$ cat src/ntt_params_pkg.sv
//============================
// NTT arithmetic parameters
// Modulus, sizes and the bit-reversed twiddle table
//============================
package ntt_params_pkg;

    localparam int NTT_Q     = 257;
    localparam int NTT_N     = 16;
    localparam int NTT_LOG_N = 4;
    localparam int COEF_W    = 9;
    // Primitive 32nd root of unity mod q
    localparam int NTT_ZETA  = 136;

    typedef logic [COEF_W-1:0]    coef_t;
    typedef logic [NTT_LOG_N-1:0] coef_idx_t;
    typedef coef_t                twiddle_t [NTT_N];

    // Entry k is zeta to the power bitrev(k)
    function automatic twiddle_t gen_twiddle();
        twiddle_t    tab;
        int unsigned rev;
        int unsigned pw;
        for (int k = 0; k < NTT_N; k++) begin
            rev = 0;
            for (int b = 0; b < NTT_LOG_N; b++) begin
                rev |= ((k >> b) & 1) << (NTT_LOG_N - 1 - b);
            end
            pw = 1;
            repeat (rev) pw = (pw * NTT_ZETA) % NTT_Q;
            tab[k] = coef_t'(pw);
        end
        return tab;
    endfunction

    localparam twiddle_t NTT_TWIDDLE = gen_twiddle();

endpackage

$ cat src/ntt_regs_pkg.sv
//============================
// NTT register map
// Byte addresses, modes and bus request kinds
//============================
package ntt_regs_pkg;

    // Transform direction, bit 1 of CTRL
    typedef enum logic {
        MODE_CT = 1'b0,
        MODE_GS = 1'b1
    } ntt_mode_e;

    // Request issued by the bus slave in the data phase
    typedef enum logic [1:0] {
        KIND_IDLE  = 2'd0,
        KIND_READ  = 2'd1,
        KIND_WRITE = 2'd2
    } bus_kind_e;

    // CTRL: bit 0 start, bit 1 mode
    localparam int unsigned REG_CTRL   = 32'h00;
    // STATUS: bit 0 busy, bit 1 done (sticky)
    localparam int unsigned REG_STATUS = 32'h04;
    // Coefficient i lives at COEF_BASE + 4*i
    localparam int unsigned COEF_BASE  = 32'h40;

endpackage

$ cat src/ntt_mem_if.sv
//============================
// Engine side of the coefficient memory
//============================
`timescale 1ns/1ps

interface ntt_mem_if;

    logic                      rd_en;
    ntt_params_pkg::coef_idx_t rd_addr;
    ntt_params_pkg::coef_t     rd_data;
    logic                      wr_en;
    ntt_params_pkg::coef_idx_t wr_addr;
    ntt_params_pkg::coef_t     wr_data;

    modport ctrl_mp (output rd_en, rd_addr, wr_en, wr_addr, wr_data, input rd_data);
    modport mem_mp  (input rd_en, rd_addr, wr_en, wr_addr, wr_data, output rd_data);

endinterface

$ cat src/ntt_bus_adapter.sv
//============================
// Bus adapter
// Decodes CTRL, STATUS and the coefficient window
//============================
`timescale 1ns/1ps

module ntt_bus_adapter #(
    parameter int HADDR_WIDTH = 8,
    parameter int HDATA_WIDTH = 32
) (
    input  logic                      hclk,
    input  logic                      reset_i,
    input  ntt_regs_pkg::bus_kind_e   kind_i,
    input  logic [HADDR_WIDTH-1:0]    addr_i,
    input  logic [HDATA_WIDTH-1:0]    wdata_i,
    input  logic                      busy_i,
    input  logic                      done_i,
    output logic [HDATA_WIDTH-1:0]    rdata_o,
    output logic                      err_o,
    output logic                      start_o,
    output ntt_regs_pkg::ntt_mode_e   mode_o,
    output logic                      mem_en_o,
    output logic                      mem_we_o,
    output ntt_params_pkg::coef_idx_t mem_addr_o,
    output ntt_params_pkg::coef_t     mem_wdata_o,
    input  ntt_params_pkg::coef_t     mem_rdata_i
);

    localparam int unsigned COEF_END = ntt_regs_pkg::COEF_BASE + 4 * ntt_params_pkg::NTT_N;

    typedef enum logic [1:0] {SEL_NONE, SEL_CTRL, SEL_STATUS, SEL_COEF} rd_sel_e;

    rd_sel_e                 rsel_q;
    ntt_regs_pkg::ntt_mode_e mode_q;
    logic                    req, wr;
    logic                    is_ctrl, is_status, is_coef;

    assign req = kind_i != ntt_regs_pkg::KIND_IDLE;
    assign wr  = kind_i == ntt_regs_pkg::KIND_WRITE;

    // Address decode
    assign is_ctrl   = addr_i == HADDR_WIDTH'(ntt_regs_pkg::REG_CTRL);
    assign is_status = addr_i == HADDR_WIDTH'(ntt_regs_pkg::REG_STATUS);
    assign is_coef   = (32'(addr_i) >= ntt_regs_pkg::COEF_BASE) && (32'(addr_i) < COEF_END)
                       && (addr_i[1:0] == 2'b00);

    // Coefficients are locked while the engine owns the memory
    assign err_o   = req && (!(is_ctrl || is_status || is_coef) || (is_coef && busy_i));
    assign start_o = wr && is_ctrl && wdata_i[0] && !busy_i;

    assign mem_en_o    = req && is_coef && !busy_i;
    assign mem_we_o    = wr && is_coef && !busy_i;
    assign mem_addr_o  = addr_i[2 +: ntt_params_pkg::NTT_LOG_N];
    assign mem_wdata_o = wdata_i[ntt_params_pkg::COEF_W-1:0];
    // A CTRL write hands its mode to the engine in the same cycle as start
    assign mode_o      = (wr && is_ctrl) ? ntt_regs_pkg::ntt_mode_e'(wdata_i[1]) : mode_q;

    always_ff @(posedge hclk) begin
        if (reset_i) begin
            mode_q <= ntt_regs_pkg::MODE_CT;
            rsel_q <= SEL_NONE;
        end else begin
            if (wr && is_ctrl) begin
                mode_q <= ntt_regs_pkg::ntt_mode_e'(wdata_i[1]);
            end
            // Read source follows the request by one cycle, like the memory
            if (kind_i == ntt_regs_pkg::KIND_READ && !err_o) begin
                if (is_ctrl) begin
                    rsel_q <= SEL_CTRL;
                end else if (is_status) begin
                    rsel_q <= SEL_STATUS;
                end else begin
                    rsel_q <= SEL_COEF;
                end
            end else begin
                rsel_q <= SEL_NONE;
            end
        end
    end

    always_comb begin
        case (rsel_q)
            SEL_CTRL:   rdata_o = HDATA_WIDTH'({mode_q, 1'b0});
            SEL_STATUS: rdata_o = HDATA_WIDTH'({done_i, busy_i});
            SEL_COEF:   rdata_o = HDATA_WIDTH'(mem_rdata_i);
            default:    rdata_o = '0;
        endcase
    end

endmodule

$ cat src/ntt_bus_slave.sv
//============================
// AHB-lite slave
// One request per transfer, read wait state, two-cycle error
//============================
`timescale 1ns/1ps

module ntt_bus_slave #(
    parameter int HADDR_WIDTH = 8,
    parameter int HDATA_WIDTH = 32
) (
    input  logic                       hclk,
    input  logic                       reset_i,
    input  logic [HADDR_WIDTH-1:0]     haddr_i,
    input  logic [HDATA_WIDTH-1:0]     hwdata_i,
    input  logic                       hsel_i,
    input  logic                       hwrite_i,
    input  logic                       hready_i,
    input  logic [1:0]                 htrans_i,
    input  logic [HDATA_WIDTH-1:0]     rdata_i,
    input  logic                       err_i,
    output logic [HDATA_WIDTH-1:0]     hrdata_o,
    output logic                       hreadyout_o,
    output logic                       hresp_o,
    output ntt_regs_pkg::bus_kind_e    kind_o,
    output logic [HADDR_WIDTH-1:0]     addr_o,
    output logic [HDATA_WIDTH-1:0]     wdata_o
);

    typedef enum logic [1:0] {ST_IDLE, ST_RD_WAIT, ST_ERR1, ST_ERR2} slv_state_e;

    slv_state_e              state_q;
    slv_state_e              resp_state;
    ntt_regs_pkg::bus_kind_e kind_q;
    logic [HADDR_WIDTH-1:0]  addr_q;
    logic                    accept;

    // NONSEQ and SEQ both have htrans[1] set
    assign accept = hsel_i && htrans_i[1] && hready_i;

    // An error flagged by the adapter turns the request cycle into the first error cycle
    always_comb begin
        resp_state = state_q;
        if (kind_q != ntt_regs_pkg::KIND_IDLE && err_i) begin
            resp_state = ST_ERR1;
        end
    end

    always_ff @(posedge hclk) begin
        if (reset_i) begin
            state_q <= ST_IDLE;
            kind_q  <= ntt_regs_pkg::KIND_IDLE;
        end else begin
            if (resp_state == ST_ERR1) begin
                state_q <= ST_ERR2;
            end else if (accept && !hwrite_i) begin
                state_q <= ST_RD_WAIT;
            end else begin
                state_q <= ST_IDLE;
            end
            if (accept) begin
                kind_q <= hwrite_i ? ntt_regs_pkg::KIND_WRITE : ntt_regs_pkg::KIND_READ;
            end else begin
                kind_q <= ntt_regs_pkg::KIND_IDLE;
            end
        end
    end

    // Address phase capture
    always_ff @(posedge hclk) begin
        if (accept) begin
            addr_q <= haddr_i;
        end
    end

    assign kind_o      = kind_q;
    assign addr_o      = addr_q;
    // Write data arrives in the data phase, same cycle as the request
    assign wdata_o     = hwdata_i;
    assign hrdata_o    = rdata_i;
    assign hreadyout_o = !(resp_state inside {ST_RD_WAIT, ST_ERR1});
    assign hresp_o     = resp_state inside {ST_ERR1, ST_ERR2};

    // Error response is always the two-cycle pair
    a_err_second: assert property (@(posedge hclk) disable iff (reset_i)
        hresp_o && !hreadyout_o |=> hresp_o && hreadyout_o);
    a_err_first: assert property (@(posedge hclk) disable iff (reset_i)
        hresp_o && hreadyout_o |-> $past(hresp_o && !hreadyout_o));

endmodule

$ cat src/ntt_butterfly.sv
//============================
// Modular butterfly, two stages
// CT for forward, GS for inverse
//============================
`timescale 1ns/1ps

module ntt_butterfly (
    input  logic                    hclk,
    input  logic                    reset_i,
    input  logic                    valid_i,
    input  ntt_regs_pkg::ntt_mode_e mode_i,
    input  ntt_params_pkg::coef_t   a_i,
    input  ntt_params_pkg::coef_t   b_i,
    input  ntt_params_pkg::coef_t   w_i,
    output logic                    valid_o,
    output ntt_params_pkg::coef_t   a_o,
    output ntt_params_pkg::coef_t   b_o
);

    localparam int Q = ntt_params_pkg::NTT_Q;

    typedef ntt_params_pkg::coef_t coef_t;

    // Single conditional subtraction, operands are expected below q
    function automatic coef_t add_mod(coef_t x, coef_t y);
        int unsigned s;
        s = 32'(x) + 32'(y);
        return coef_t'((s >= Q) ? s - Q : s);
    endfunction

    function automatic coef_t sub_mod(coef_t x, coef_t y);
        int unsigned d;
        d = 32'(x) + Q - 32'(y);
        return coef_t'((d >= Q) ? d - Q : d);
    endfunction

    function automatic coef_t mul_mod(coef_t x, coef_t y);
        return coef_t'((32'(x) * 32'(y)) % Q);
    endfunction

    logic                    v1_q;
    ntt_regs_pkg::ntt_mode_e mode1_q;
    coef_t                   x1_q, y1_q, w1_q;

    // Stage 1: CT reduces the product, GS forms sum and difference
    always_ff @(posedge hclk) begin
        if (mode_i == ntt_regs_pkg::MODE_CT) begin
            x1_q <= a_i;
            y1_q <= mul_mod(w_i, b_i);
        end else begin
            x1_q <= add_mod(a_i, b_i);
            y1_q <= sub_mod(a_i, b_i);
        end
        w1_q    <= w_i;
        mode1_q <= mode_i;
    end

    // Stage 2: the remaining half of each butterfly
    always_ff @(posedge hclk) begin
        if (mode1_q == ntt_regs_pkg::MODE_CT) begin
            a_o <= add_mod(x1_q, y1_q);
            b_o <= sub_mod(x1_q, y1_q);
        end else begin
            a_o <= x1_q;
            b_o <= mul_mod(y1_q, w1_q);
        end
    end

    always_ff @(posedge hclk) begin
        if (reset_i) begin
            v1_q    <= 1'b0;
            valid_o <= 1'b0;
        end else begin
            v1_q    <= valid_i;
            valid_o <= v1_q;
        end
    end

    a_reduced: assert property (@(posedge hclk) disable iff (reset_i)
        valid_o |-> (a_o < coef_t'(Q)) && (b_o < coef_t'(Q)));

endmodule

$ cat src/ntt_coef_mem.sv
//============================
// Coefficient memory
// Bus port and engine read/write port
//============================
`timescale 1ns/1ps

module ntt_coef_mem (
    input  logic                      hclk,
    input  logic                      reset_i,
    input  logic                      bus_en_i,
    input  logic                      bus_we_i,
    input  ntt_params_pkg::coef_idx_t bus_addr_i,
    input  ntt_params_pkg::coef_t     bus_wdata_i,
    output ntt_params_pkg::coef_t     bus_rdata_o,
    ntt_mem_if.mem_mp                 mem
);

    ntt_params_pkg::coef_t coef_q [ntt_params_pkg::NTT_N];

    // Writes from either port
    always_ff @(posedge hclk) begin
        if (bus_en_i && bus_we_i) begin
            coef_q[bus_addr_i] <= bus_wdata_i;
        end
        if (mem.wr_en) begin
            coef_q[mem.wr_addr] <= mem.wr_data;
        end
    end

    // Registered reads, one cycle latency
    always_ff @(posedge hclk) begin
        if (bus_en_i && !bus_we_i) begin
            bus_rdata_o <= coef_q[bus_addr_i];
        end
        if (mem.rd_en) begin
            mem.rd_data <= coef_q[mem.rd_addr];
        end
    end

    // Adapter keeps the bus out while the engine runs
    a_no_dual_write: assert property (@(posedge hclk) disable iff (reset_i)
        !(bus_en_i && bus_we_i && mem.wr_en));

endmodule

$ cat src/ntt_ctrl.sv
//============================
// NTT sequencer
// Walks stages and pairs, feeds the butterfly, writes results back
//============================
`timescale 1ns/1ps

module ntt_ctrl (
    input  logic                      hclk,
    input  logic                      reset_i,
    input  logic                      start_i,
    input  ntt_regs_pkg::ntt_mode_e   mode_i,
    output logic                      busy_o,
    output logic                      done_o,
    ntt_mem_if.ctrl_mp                mem,
    output logic                      bf_valid_o,
    output ntt_regs_pkg::ntt_mode_e   bf_mode_o,
    output ntt_params_pkg::coef_t     bf_a_o,
    output ntt_params_pkg::coef_t     bf_b_o,
    output ntt_params_pkg::coef_t     bf_w_o,
    input  logic                      bf_valid_i,
    input  ntt_params_pkg::coef_t     bf_a_i,
    input  ntt_params_pkg::coef_t     bf_b_i
);

    typedef ntt_params_pkg::coef_idx_t idx_t;
    typedef enum logic [2:0] {ST_IDLE, ST_RD_A, ST_RD_B, ST_ISSUE, ST_DRAIN} ctrl_state_e;

    ctrl_state_e             state_q;
    ntt_regs_pkg::ntt_mode_e mode_q;
    logic                    fwd;
    idx_t                    len_q, j_q, k_q;
    logic                    grp_end, stage_end, last_stage;
    ntt_params_pkg::coef_t   a_q;

    // Write queue of pending pair bases, b address is base + len
    idx_t                    q_mem [2];
    logic                    q_wp, q_rp;
    logic [1:0]              q_cnt;
    logic                    wb_pend_q;
    idx_t                    wb_addr_q;
    ntt_params_pkg::coef_t   wb_data_q;

    assign fwd        = mode_q == ntt_regs_pkg::MODE_CT;
    assign grp_end    = (j_q & (len_q - idx_t'(1))) == (len_q - idx_t'(1));
    assign stage_end  = (j_q + len_q) == idx_t'(ntt_params_pkg::NTT_N - 1);
    assign last_stage = fwd ? (len_q == idx_t'(1)) : (len_q == idx_t'(8));

    always_ff @(posedge hclk) begin
        if (reset_i) begin
            state_q <= ST_IDLE;
            done_o  <= 1'b0;
            mode_q  <= ntt_regs_pkg::MODE_CT;
            len_q   <= '0;
            j_q     <= '0;
            k_q     <= '0;
        end else begin
            case (state_q)
                ST_IDLE: if (start_i) begin
                    mode_q  <= mode_i;
                    done_o  <= 1'b0;
                    len_q   <= (mode_i == ntt_regs_pkg::MODE_CT) ? idx_t'(8) : idx_t'(1);
                    k_q     <= (mode_i == ntt_regs_pkg::MODE_CT) ? idx_t'(1) : idx_t'(15);
                    j_q     <= '0;
                    state_q <= ST_RD_A;
                end
                ST_RD_A: state_q <= ST_RD_B;
                ST_RD_B: state_q <= ST_ISSUE;
                ST_ISSUE: begin
                    j_q     <= grp_end ? j_q + len_q + idx_t'(1) : j_q + idx_t'(1);
                    if (grp_end) begin
                        k_q <= fwd ? k_q + idx_t'(1) : k_q - idx_t'(1);
                    end
                    state_q <= stage_end ? ST_DRAIN : ST_RD_A;
                end
                ST_DRAIN: if (q_cnt == 2'd0 && !wb_pend_q) begin
                    // Next stage reads only after every write has landed
                    if (last_stage) begin
                        done_o  <= 1'b1;
                        state_q <= ST_IDLE;
                    end else begin
                        len_q   <= fwd ? len_q >> 1 : len_q << 1;
                        j_q     <= '0;
                        state_q <= ST_RD_A;
                    end
                end
                default: state_q <= ST_IDLE;
            endcase
        end
    end

    assign busy_o = state_q != ST_IDLE;

    // Read a, then b, then hand both to the butterfly
    assign mem.rd_en   = state_q inside {ST_RD_A, ST_RD_B};
    assign mem.rd_addr = (state_q == ST_RD_A) ? j_q : j_q + len_q;

    always_ff @(posedge hclk) begin
        if (state_q == ST_RD_B) begin
            a_q <= mem.rd_data;
        end
    end

    assign bf_valid_o = state_q == ST_ISSUE;
    assign bf_mode_o  = mode_q;
    assign bf_a_o     = a_q;
    assign bf_b_o     = mem.rd_data;
    assign bf_w_o     = fwd ? ntt_params_pkg::NTT_TWIDDLE[k_q]
                            : ntt_params_pkg::coef_t'(ntt_params_pkg::NTT_Q)
                              - ntt_params_pkg::NTT_TWIDDLE[k_q];

    always_ff @(posedge hclk) begin
        if (reset_i) begin
            q_wp      <= 1'b0;
            q_rp      <= 1'b0;
            q_cnt     <= 2'd0;
            wb_pend_q <= 1'b0;
        end else begin
            if (bf_valid_o) begin
                q_wp <= ~q_wp;
            end
            if (bf_valid_i) begin
                q_rp <= ~q_rp;
            end
            q_cnt     <= q_cnt + {1'b0, bf_valid_o} - {1'b0, bf_valid_i};
            wb_pend_q <= bf_valid_i;
        end
    end

    always_ff @(posedge hclk) begin
        if (bf_valid_o) begin
            q_mem[q_wp] <= j_q;
        end
        if (bf_valid_i) begin
            wb_addr_q <= q_mem[q_rp] + len_q;
            wb_data_q <= bf_b_i;
        end
    end

    // a' goes out with the result, b' one cycle later
    assign mem.wr_en   = bf_valid_i || wb_pend_q;
    assign mem.wr_addr = bf_valid_i ? q_mem[q_rp] : wb_addr_q;
    assign mem.wr_data = bf_valid_i ? bf_a_i : wb_data_q;

    // Every butterfly result must find a queued destination
    a_queue_match: assert property (@(posedge hclk) disable iff (reset_i)
        bf_valid_i |-> (q_cnt != 2'd0) && !wb_pend_q);

endmodule

$ cat src/ntt_wrapper_top.sv
//============================
// NTT test wrapper top level
// AHB-lite slave, adapter, memory and transform engine
//============================
`timescale 1ns/1ps

module ntt_wrapper_top #(
    parameter int HADDR_WIDTH = 8,
    parameter int HDATA_WIDTH = 32
) (
    input  logic                   hclk,
    input  logic                   reset_i,
    input  logic [HADDR_WIDTH-1:0] haddr_i,
    input  logic [HDATA_WIDTH-1:0] hwdata_i,
    input  logic                   hsel_i,
    input  logic                   hwrite_i,
    input  logic                   hready_i,
    input  logic [1:0]             htrans_i,
    output logic [HDATA_WIDTH-1:0] hrdata_o,
    output logic                   hreadyout_o,
    output logic                   hresp_o
);

    // Slave to adapter
    ntt_regs_pkg::bus_kind_e   kind;
    logic [HADDR_WIDTH-1:0]    addr;
    logic [HDATA_WIDTH-1:0]    wdata, rdata;
    logic                      err;

    // Adapter to memory and engine
    logic                      start, busy, done;
    ntt_regs_pkg::ntt_mode_e   mode;
    logic                      mem_en, mem_we;
    ntt_params_pkg::coef_idx_t mem_addr;
    ntt_params_pkg::coef_t     mem_wdata, mem_rdata;

    // Sequencer to butterfly
    logic                      bf_in_valid, bf_out_valid;
    ntt_regs_pkg::ntt_mode_e   bf_mode;
    ntt_params_pkg::coef_t     bf_a, bf_b, bf_w, bf_a_res, bf_b_res;

    ntt_mem_if u_mem_if ();

    ntt_bus_slave #(.HADDR_WIDTH(HADDR_WIDTH), .HDATA_WIDTH(HDATA_WIDTH)) u_slave (
        .hclk(hclk), .reset_i(reset_i), .haddr_i(haddr_i), .hwdata_i(hwdata_i),
        .hsel_i(hsel_i), .hwrite_i(hwrite_i), .hready_i(hready_i), .htrans_i(htrans_i),
        .rdata_i(rdata), .err_i(err), .hrdata_o(hrdata_o), .hreadyout_o(hreadyout_o),
        .hresp_o(hresp_o), .kind_o(kind), .addr_o(addr), .wdata_o(wdata)
    );

    ntt_bus_adapter #(.HADDR_WIDTH(HADDR_WIDTH), .HDATA_WIDTH(HDATA_WIDTH)) u_adapter (
        .hclk(hclk), .reset_i(reset_i), .kind_i(kind), .addr_i(addr), .wdata_i(wdata),
        .busy_i(busy), .done_i(done), .rdata_o(rdata), .err_o(err), .start_o(start),
        .mode_o(mode), .mem_en_o(mem_en), .mem_we_o(mem_we), .mem_addr_o(mem_addr),
        .mem_wdata_o(mem_wdata), .mem_rdata_i(mem_rdata)
    );

    ntt_coef_mem u_mem (
        .hclk(hclk), .reset_i(reset_i), .bus_en_i(mem_en), .bus_we_i(mem_we),
        .bus_addr_i(mem_addr), .bus_wdata_i(mem_wdata), .bus_rdata_o(mem_rdata),
        .mem(u_mem_if.mem_mp)
    );

    ntt_ctrl u_ctrl (
        .hclk(hclk), .reset_i(reset_i), .start_i(start), .mode_i(mode), .busy_o(busy),
        .done_o(done), .mem(u_mem_if.ctrl_mp), .bf_valid_o(bf_in_valid), .bf_mode_o(bf_mode),
        .bf_a_o(bf_a), .bf_b_o(bf_b), .bf_w_o(bf_w), .bf_valid_i(bf_out_valid),
        .bf_a_i(bf_a_res), .bf_b_i(bf_b_res)
    );

    ntt_butterfly u_butterfly (
        .hclk(hclk), .reset_i(reset_i), .valid_i(bf_in_valid), .mode_i(bf_mode),
        .a_i(bf_a), .b_i(bf_b), .w_i(bf_w), .valid_o(bf_out_valid),
        .a_o(bf_a_res), .b_o(bf_b_res)
    );

endmodule
$ cat config.mk
export PLATFORM = sky130hd
export DESIGN_NAME = ntt_wrapper_top
export DESIGN_NICKNAME = d
export VERILOG_FILES = /design/src/ntt_params_pkg.sv /design/src/ntt_regs_pkg.sv /design/src/ntt_mem_if.sv /design/src/ntt_bus_adapter.sv /design/src/ntt_bus_slave.sv /design/src/ntt_butterfly.sv /design/src/ntt_coef_mem.sv /design/src/ntt_ctrl.sv /design/src/ntt_wrapper_top.sv
export SDC_FILE = /design/constraint.sdc
export NUM_CORES = 1
export LEC_CHECK = 0
export ABC_AREA = 0
export BUFFER_PORTS_ARGS = -buffer_cell sky130_fd_sc_hd__buf_2
export CAP_MARGIN = 20
export CORE_ASPECT_RATIO = 1.4
export CORE_MARGIN = 8
export CORE_UTILIZATION = 40
export DETAILED_ROUTE_END_ITERATION = 6
export SYNTH_ARGS = -nofsm -noshare
export SYNTH_HDL_FRONTEND = slang
export SYNTH_SLANG_ARGS = --single-unit
$ cat constraint.sdc
create_clock -name hclk -period 19.6 [get_ports hclk]
set_clock_uncertainty 0.1 [all_clocks]
set_input_delay 3.92 -clock hclk [delete_from_list [all_inputs] [get_ports hclk]]
set_output_delay 3.92 -clock hclk [all_outputs]
set_load 0.03 [all_outputs]
* After elaboration in Yosys (flattened, before gate mapping)
Memory sizes are Yosys's and may differ from the RTL's. A register that Yosys moved wholly into a read port is not among the register bits.
Index checks and enable logic that the tools add are counted.
Widths: inputs -> output; s select.
** Operators by class
- $add $sub $neg :: 20
- Multipliers :: 2
- Div/mod/pow operators :: 2
- $lt $le $gt $ge :: 7
- Equal/unequal tests :: 22
- Mux-type cells :: 56
- Bitwise logic cells :: 6
- Reduce and logical (&&, ||, !) cells :: 51
** Operator list (count)
- $mux 9 :: 12
- $ge 32x9->1 const B :: 2
- $mod 18x9->32 const B :: 2
- $mux 4 :: 15
- $mul 9x9->18 :: 2
- $sub 9x9->9 const B :: 4
- $pmux 9 s3 :: 1
- $sub 10x9->11 :: 2
- $add 9x9->10 :: 2
- $add 9x9->10 const B :: 2
- $ge 10x9->1 const B :: 2
- $logic_and 1x1->1 :: 19
- $mux 1 :: 17
- $pmux 4 s2 :: 2
- $pmux 3 s5 :: 1
- $add 4x1->4 const B :: 3
- $pmux 4 s3 :: 1
- $reduce_and 4->1 :: 3
- $reduce_bool 2->1 :: 6
- $eq 2x2->1 const B :: 5
- $mux 3 :: 3
- $sub 9x9->9 const A :: 1
- $add 4x4->4 :: 2
- $eq 4x4->1 const B :: 2
- other kinds (30) :: 55
** Storage, ports and cells
- Bits in registers :: 107
- RAM bits :: 152
- ROM bits :: 144
- Input port bits :: 47
- Output and inout port bits :: 34
- Word-level logic and storage cells :: 196
- Memories kept :: 3
** Memory list
- (name not given) :: depth 16, width 9, rd ports 1, clocked after Yosys merged registers in 0, write ports 0, RTL line ntt_ctrl.sv:107 : assign bf_w_o = fwd ? ntt_params_pkg::NTT_TWIDDLE[k_q]
- u_mem.coef_q :: depth 16, width 9, rd ports 2, clocked after Yosys merged registers in 2, write ports 2, RTL line ntt_coef_mem.sv:18 : ntt_params_pkg::coef_t coef_q [ntt_params_pkg::NTT_N];
- u_ctrl.q_mem :: depth 2, width 4, rd ports 1, clocked after Yosys merged registers in 1, write ports 1, RTL line ntt_ctrl.sv:36 : idx_t q_mem [2];

* Depth between registers and ports, before layout
- Depth in word-level cells :: 12
- Gate-level depth with buffers :: 58
- Mapped depth without buffers :: 53

* Modules after synthesis
Synthesis repeated with hierarchy kept, for this count alone.
** Second synthesis, totals
- Cells, all modules :: 3075
- Area total of the unflattened synthesis :: 29052.9 um^2
** By module, submodules not included
- ntt_butterfly :: times used 1, cells each 2057, area each 15362.2 um^2, seq. area each 960.9 um^2
- ntt_coef_mem :: times used 1, cells each 540, area each 9012.4 um^2, seq. area each 4864.7 um^2
- ntt_ctrl :: times used 1, cells each 315, area each 3218.1 um^2, seq. area each 1361.3 um^2
- ntt_bus_slave :: times used 1, cells each 88, area each 875.8 um^2, seq. area each 320.3 um^2
- ntt_bus_adapter :: times used 1, cells each 75, area each 584.3 um^2, seq. area each 60.1 um^2

* Worst setup path before layout
OpenSTA, ideal clock, no wires.
- Kind :: reg-to-reg
- Start point :: register u_ctrl.k_q[0] in the netlist's numbering
- End point :: register u_butterfly.y1_q[1]
- Setup time :: 0.072 ns
- Data arrival time :: 13.920 ns
- Required time :: 19.428 ns
- Path slack :: 5.508 ns
- Cell stages (with the launch flop) :: 53
- Buffers on the path :: 3
- Cell sequence :: dfxtp_1 -> inv_1 -> ha_1 -> mux4_2 -> or3_1 -> o31ai_1 -> xor2_1 -> nand2_1 -> fa_1 -> inv_1 -> fa_1 -> fa_1 -> inv_1 -> fa_1 -> inv_1 -> ha_1 -> buf_2 -> a2111o_1 -> [... 17 more ...] -> clkbuf_1 -> nand3_1 -> o311a_1 -> a211oi_1 -> nor2_1 -> xnor2_1 -> inv_1 -> ha_1 -> or3_1 -> o31ai_1 -> nand3_1 -> xnor2_1 -> ha_1 -> o211ai_1 -> nor4_4 -> a21oi_2 -> mux2_1 -> mux2i_1
** Between the ends
- Longest elaborated chain between the ends :: 9
** RTL lines
- from (decl) :: RTL line ntt_ctrl.sv:31 : idx_t len_q, j_q, k_q;
- from (signal assigned) :: RTL line ntt_ctrl.sv:62 : k_q <= (mode_i == ntt_regs_pkg::MODE_CT) ? idx_t'(1) : idx_t'(15);
- from (signal assigned) :: RTL line ntt_ctrl.sv:71 : k_q <= fwd ? k_q + idx_t'(1) : k_q - idx_t'(1);
- $not 4->5 (implied by the code) (*) :: RTL line ntt_ctrl.sv:107, ntt_ctrl.sv:109
- $mem_v2 16x9 (*)
- $mux 9 (implied by the code) (*) (2 in series) :: RTL line ntt_ctrl.sv:107
- $sub 9x9->9 :: RTL line ntt_ctrl.sv:109 : - ntt_params_pkg::NTT_TWIDDLE[k_q];
- $mux 9 (*) :: RTL line ntt_ctrl.sv:107
- via bf_w[7] :: RTL line ntt_wrapper_top.sv:40 : ntt_params_pkg::coef_t bf_a, bf_b, bf_w, bf_a_res, bf_b_res;
- $mul 9x9->18 (*) :: RTL line ntt_butterfly.sv:38 : return coef_t'((32'(x) * 32'(y)) % Q);
- $mod 18x9->32 (*) :: RTL line ntt_butterfly.sv:38
- $mux 9 (*) :: RTL line ntt_butterfly.sv:47 : if (mode_i == ntt_regs_pkg::MODE_CT) begin
- to (signal assigned) :: RTL line ntt_butterfly.sv:49 : y1_q <= mul_mod(w_i, b_i);
- to (signal assigned) :: RTL line ntt_butterfly.sv:52 : y1_q <= sub_mod(a_i, b_i);
- to (decl) :: RTL line ntt_butterfly.sv:43 : coef_t x1_q, y1_q, w1_q;
Mark *: on every way through the listed nets, which the timed path passes. The rest lies on a longest branch. The select of a mux whose other input is x is not followed.
A chain may end at the register's enable or synchronous reset.

* Worst setup path after layout
Same ends and word-level chain as after synthesis.

==> flow_metrics.py <==
metrics = {
    "status": {
        "status": "completed",
    },
    "synth": {
        "ys_ff_latch": 278,
        "synthTopCellsByArea": "edfxtp_1 (21%), fa_1 (7.4%), ha_1 (7.2%)",
        "synth_top_flop_cell": "edfxtp_1",
        "post-synth-top-count-cell": "nand2_1",
        "synth-edff-count": 200,
        "synth_common_cells": "nand2_1 (433), nor2_1 (277), inv_1 (203), edfxtp_1 (200), o21ai_0 (199)",
        "synth_area_leader_cell": "edfxtp_1",
        "ys_seq_area_share_pct": 26.23,
        "synth_top_area_share_pct": 20.82,
        "async_flop_share_pct": 0,
        "synthDistinctLibCells": 117,
        "synth_cells": 3372,
        "yosys_warnings": 0,
        "synth_area_um2": 28850,
        "syn_avg_cell_area_um2": 8.555,
    },
    "placed_design": {
        "port_buffers": 33,
        "place_hpwl_mm": 62.90,
        "gp_congestion": 0.8891,
        "dp.cells": 4233,
    },
    "power_and_ir_drop": {
        "power.static_leakage_nw": 12.41,
        "power_density_nw_per_um2": 61.93,
        "peakVddDrop_mv": 0.06688,
        "power.total_mw": 1.908,
    },
    "setup_path": {
        "cp_max_fo": 13,
        "critPathRequiredTime_ns": 19.99,
        "slowest_stage": "xor2_1",
        "worst_setup_path_end_kind": "flip-flop",
        "path_class": "reg -> reg",
        "timing.critical_path.mode_cell": "inv_1",
        "max_stage_delay_ns": 0.85,
        "cp-start-kind": "flip-flop",
        "worst-endpoint-arrival_ns": 17.37,
    },
    "routing": {
        "drtPass1Iterations": 5,
        "drc": 0,
        "vias_per_cell": 5.791,
        "wl_per_cell_um": 19.31,
        "wirelength_mm": 82.72,
        "dr.first_iter.drc_count": 1433,
        "vias": 24810,
        "ant_nets": 0,
    },
    "clock_network": {
        "ctsResizeCount": 0,
        "insertion_delay_ns": 0.56,
        "cts_buffers": 28,
        "cts_tree": "done",
        "cts.clk_slew.worst_paths_ns": 0.07,
        "cts_buffer_depth": 3,
        "post_cts_buffers": 0,
        "cts_sinks": 278,
        "hold_buffers": 0,
        "htree_levels": 1,
        "cts_root_buf": "clkbuf_16",
    },
    "sta": {
        "hold_viol": 0,
        "finalSetupViolations": 0,
        "slew_violations": 0,
        "fmax_ghz": 0.05889,
        "rsz0062_at_grt": "no",
        "worst_pin_slew_ns": 1.200,
        "fin_tns_setup_ns": 0,
        "period_share_pct": 86.63,
        "fin_hold_ws_ns": 0.3045,
        "period_minus_slack_ns": 16.98,
        "relSlewSlack_pct": 19.97,
    },
    "finish": {
        "areaGrowthSynthToFinish_pct": 6.788,
        "final_util_pct": 43.14,
        "n_antenna_cell": 0,
        "stdcell_count": 4284,
        "drive_gt1_share_pct": 8.563,
        "fillerInstances": 7038,
        "multi_input_area_um2": 19830,
        "seqCellArea_um2": 7570,
        "nets": 3639,
    },
    "global_routing": {
        "grt_max_degree": 73,
        "antenna_found_initial": 2,
        "grt_pass1_wl_mm": 131.5,
        "grt_pass1_vias": 24370,
        "grt_usage_pct": 19.60,
        "overflow": 0,
    },
    "floorplan": {
        "core-area_um2": 71410,
        "io-pin-count": 81,
        "die_w_um": 243.0,
        "dieArea_um2": 81090,
        "fp.dieH_um": 333.7,
        "start_util_pct": 40.40,
        "num_rows": 116,
    },
    "worst_hold_path": {
        "min_path_type": "reg -> reg",
    },
    "flow_run": {
        "drv_cap": 0,
    },
}
-- power by group --
group | leakage (nW) | switching (mW) | total, mW | internal, mW
sequential | 2.45 | 0.0393 | 0.705 | 0.666
clock | 0.450 | 0.229 | 0.552 | 0.323
combinational | 9.51 | 0.409 | 0.651 | 0.242
-- layout make-up --
cell class | instances | area share [%]
well taps | 944 | 3.834
clock inverters | 7 | 0.3777
inverters | 204 | 2.486
flip-flops and latches | 278 | 24.57
repair buffers | 81 | 1.706
clock buffers | 44 | 2.636
multi-input cells | 2726 | 64.39
-- per-stage QoR --
step	setup slack, ns	instance area (um^2)
global route	1.340	30800
detailed placement	2.778	29880
global placement	2.768	29880
finish	2.620	30800
CTS	2.715	30800
floorplan	5.508	28930
-- layer usage --
| layer | GRT usage [%] | vias up | share of wire, % |
|---|---|---|---|
| met5 | 0 | - | 0 |
| met2 | 36.45 | 594 | 51 |
| li1 | - | 12150 | - |
| met4 | 8.263 | 0 | 4.1 |
| met3 | 1.388 | 177 | 3.7 |
| met1 | 22.99 | 11890 | 41 |
-- final timing paths --
kind                            depth (start not counted)  slack [ns]                  end                from
worst max-delay path                                   48        2.62  u_butterfly.y1_q[1]       u_ctrl.k_q[0]
worst min register to register                          0        0.30  u_ctrl.wb_data_q[8]  u_butterfly.b_o[8]
worst min-delay path                                    0        0.30  u_ctrl.wb_data_q[8]  u_butterfly.b_o[8]
worst max register to register                         48        2.62  u_butterfly.y1_q[1]       u_ctrl.k_q[0]
-- worst max-delay path, delay by kind of cell, from the launching register on --
kind,cells,cell delay [ns]
adders and majority gates,8,3.29
muxes,5,1.93
AOI/OAI and AO/OA,13,4.81
buffers and inverters,5,0.48
and+or+nand+nor,13,4.04
DFF,1,0.52
xor gates and xnor gates,4,1.73
-- logic make-up (layout without fill, tap and decap cells) --
group                      after synthesis  in the layout  share of synthesized area, %
AOI/OAI and AO/OA                      932            932                         22.34
xor gates and xnor gates               149            149                         4.550
adders and majority gates              273            273                         14.63
buffers and inverters                  390            336                         5.530
DFF                                    278            278                         26.23
muxes                                  104            104                         5.725
other                                    1             23                       0.01300
and+or+nand+nor                       1245           1245                         20.98
-- flip-flops by register name, summed over array words and instances, names as in the netlist, 3 cells and up, named ones only --
name / count
u_ctrl.wb_addr_q: 4
u_ctrl.j_q: 4
u_ctrl.wb_data_q: 9
u_butterfly.a_o: 9
u_ctrl.len_q: 4
u_mem.mem.rd_data: 9
u_butterfly.x1_q: 9
u_ctrl.k_q: 4
u_mem.bus_rdata_o: 9
u_ctrl.q_mem: 8
u_butterfly.b_o: 9
u_butterfly.w1_q: 9
u_ctrl.bf_a_o: 9
u_ctrl.state_q: 3
u_butterfly.y1_q: 9
u_mem.coef_q: 144
u_slave.addr_o: 8
-- cells in the final DEF (no fill, tap or decap), types with 27 or more instances in the layout --
cell type / synthesis / routed
a311oi_1: 34 / 34
fa_1: 107 / 107
nand2b_1: 27 / 27
edfxtp_1: 200 / 200
o21ai_1: 30 / 29
a211oi_1: 84 / 84
nand2_1: 433 / 433
o21ai_0: 199 / 199
clkbuf_16: 0 / 29
or3_1: 29 / 29
and3_1: 29 / 29
xor2_1: 39 / 39
a31oi_1: 56 / 56
buf_2: 18 / 33
mux4_2: 47 / 47
mux2i_1: 39 / 38
a21o_1: 39 / 39
nand4_1: 32 / 32
buf_4: 27 / 48
xnor2_1: 109 / 109
ha_1: 166 / 166
and2_1: 141 / 141
a21oi_1: 186 / 185
nor2_1: 277 / 277
inv_1: 203 / 203
dfxtp_1: 78 / 76
nand3_1: 68 / 68
nor3_1: 70 / 70
No activity file was read; power rests on OpenSTA's default activity.
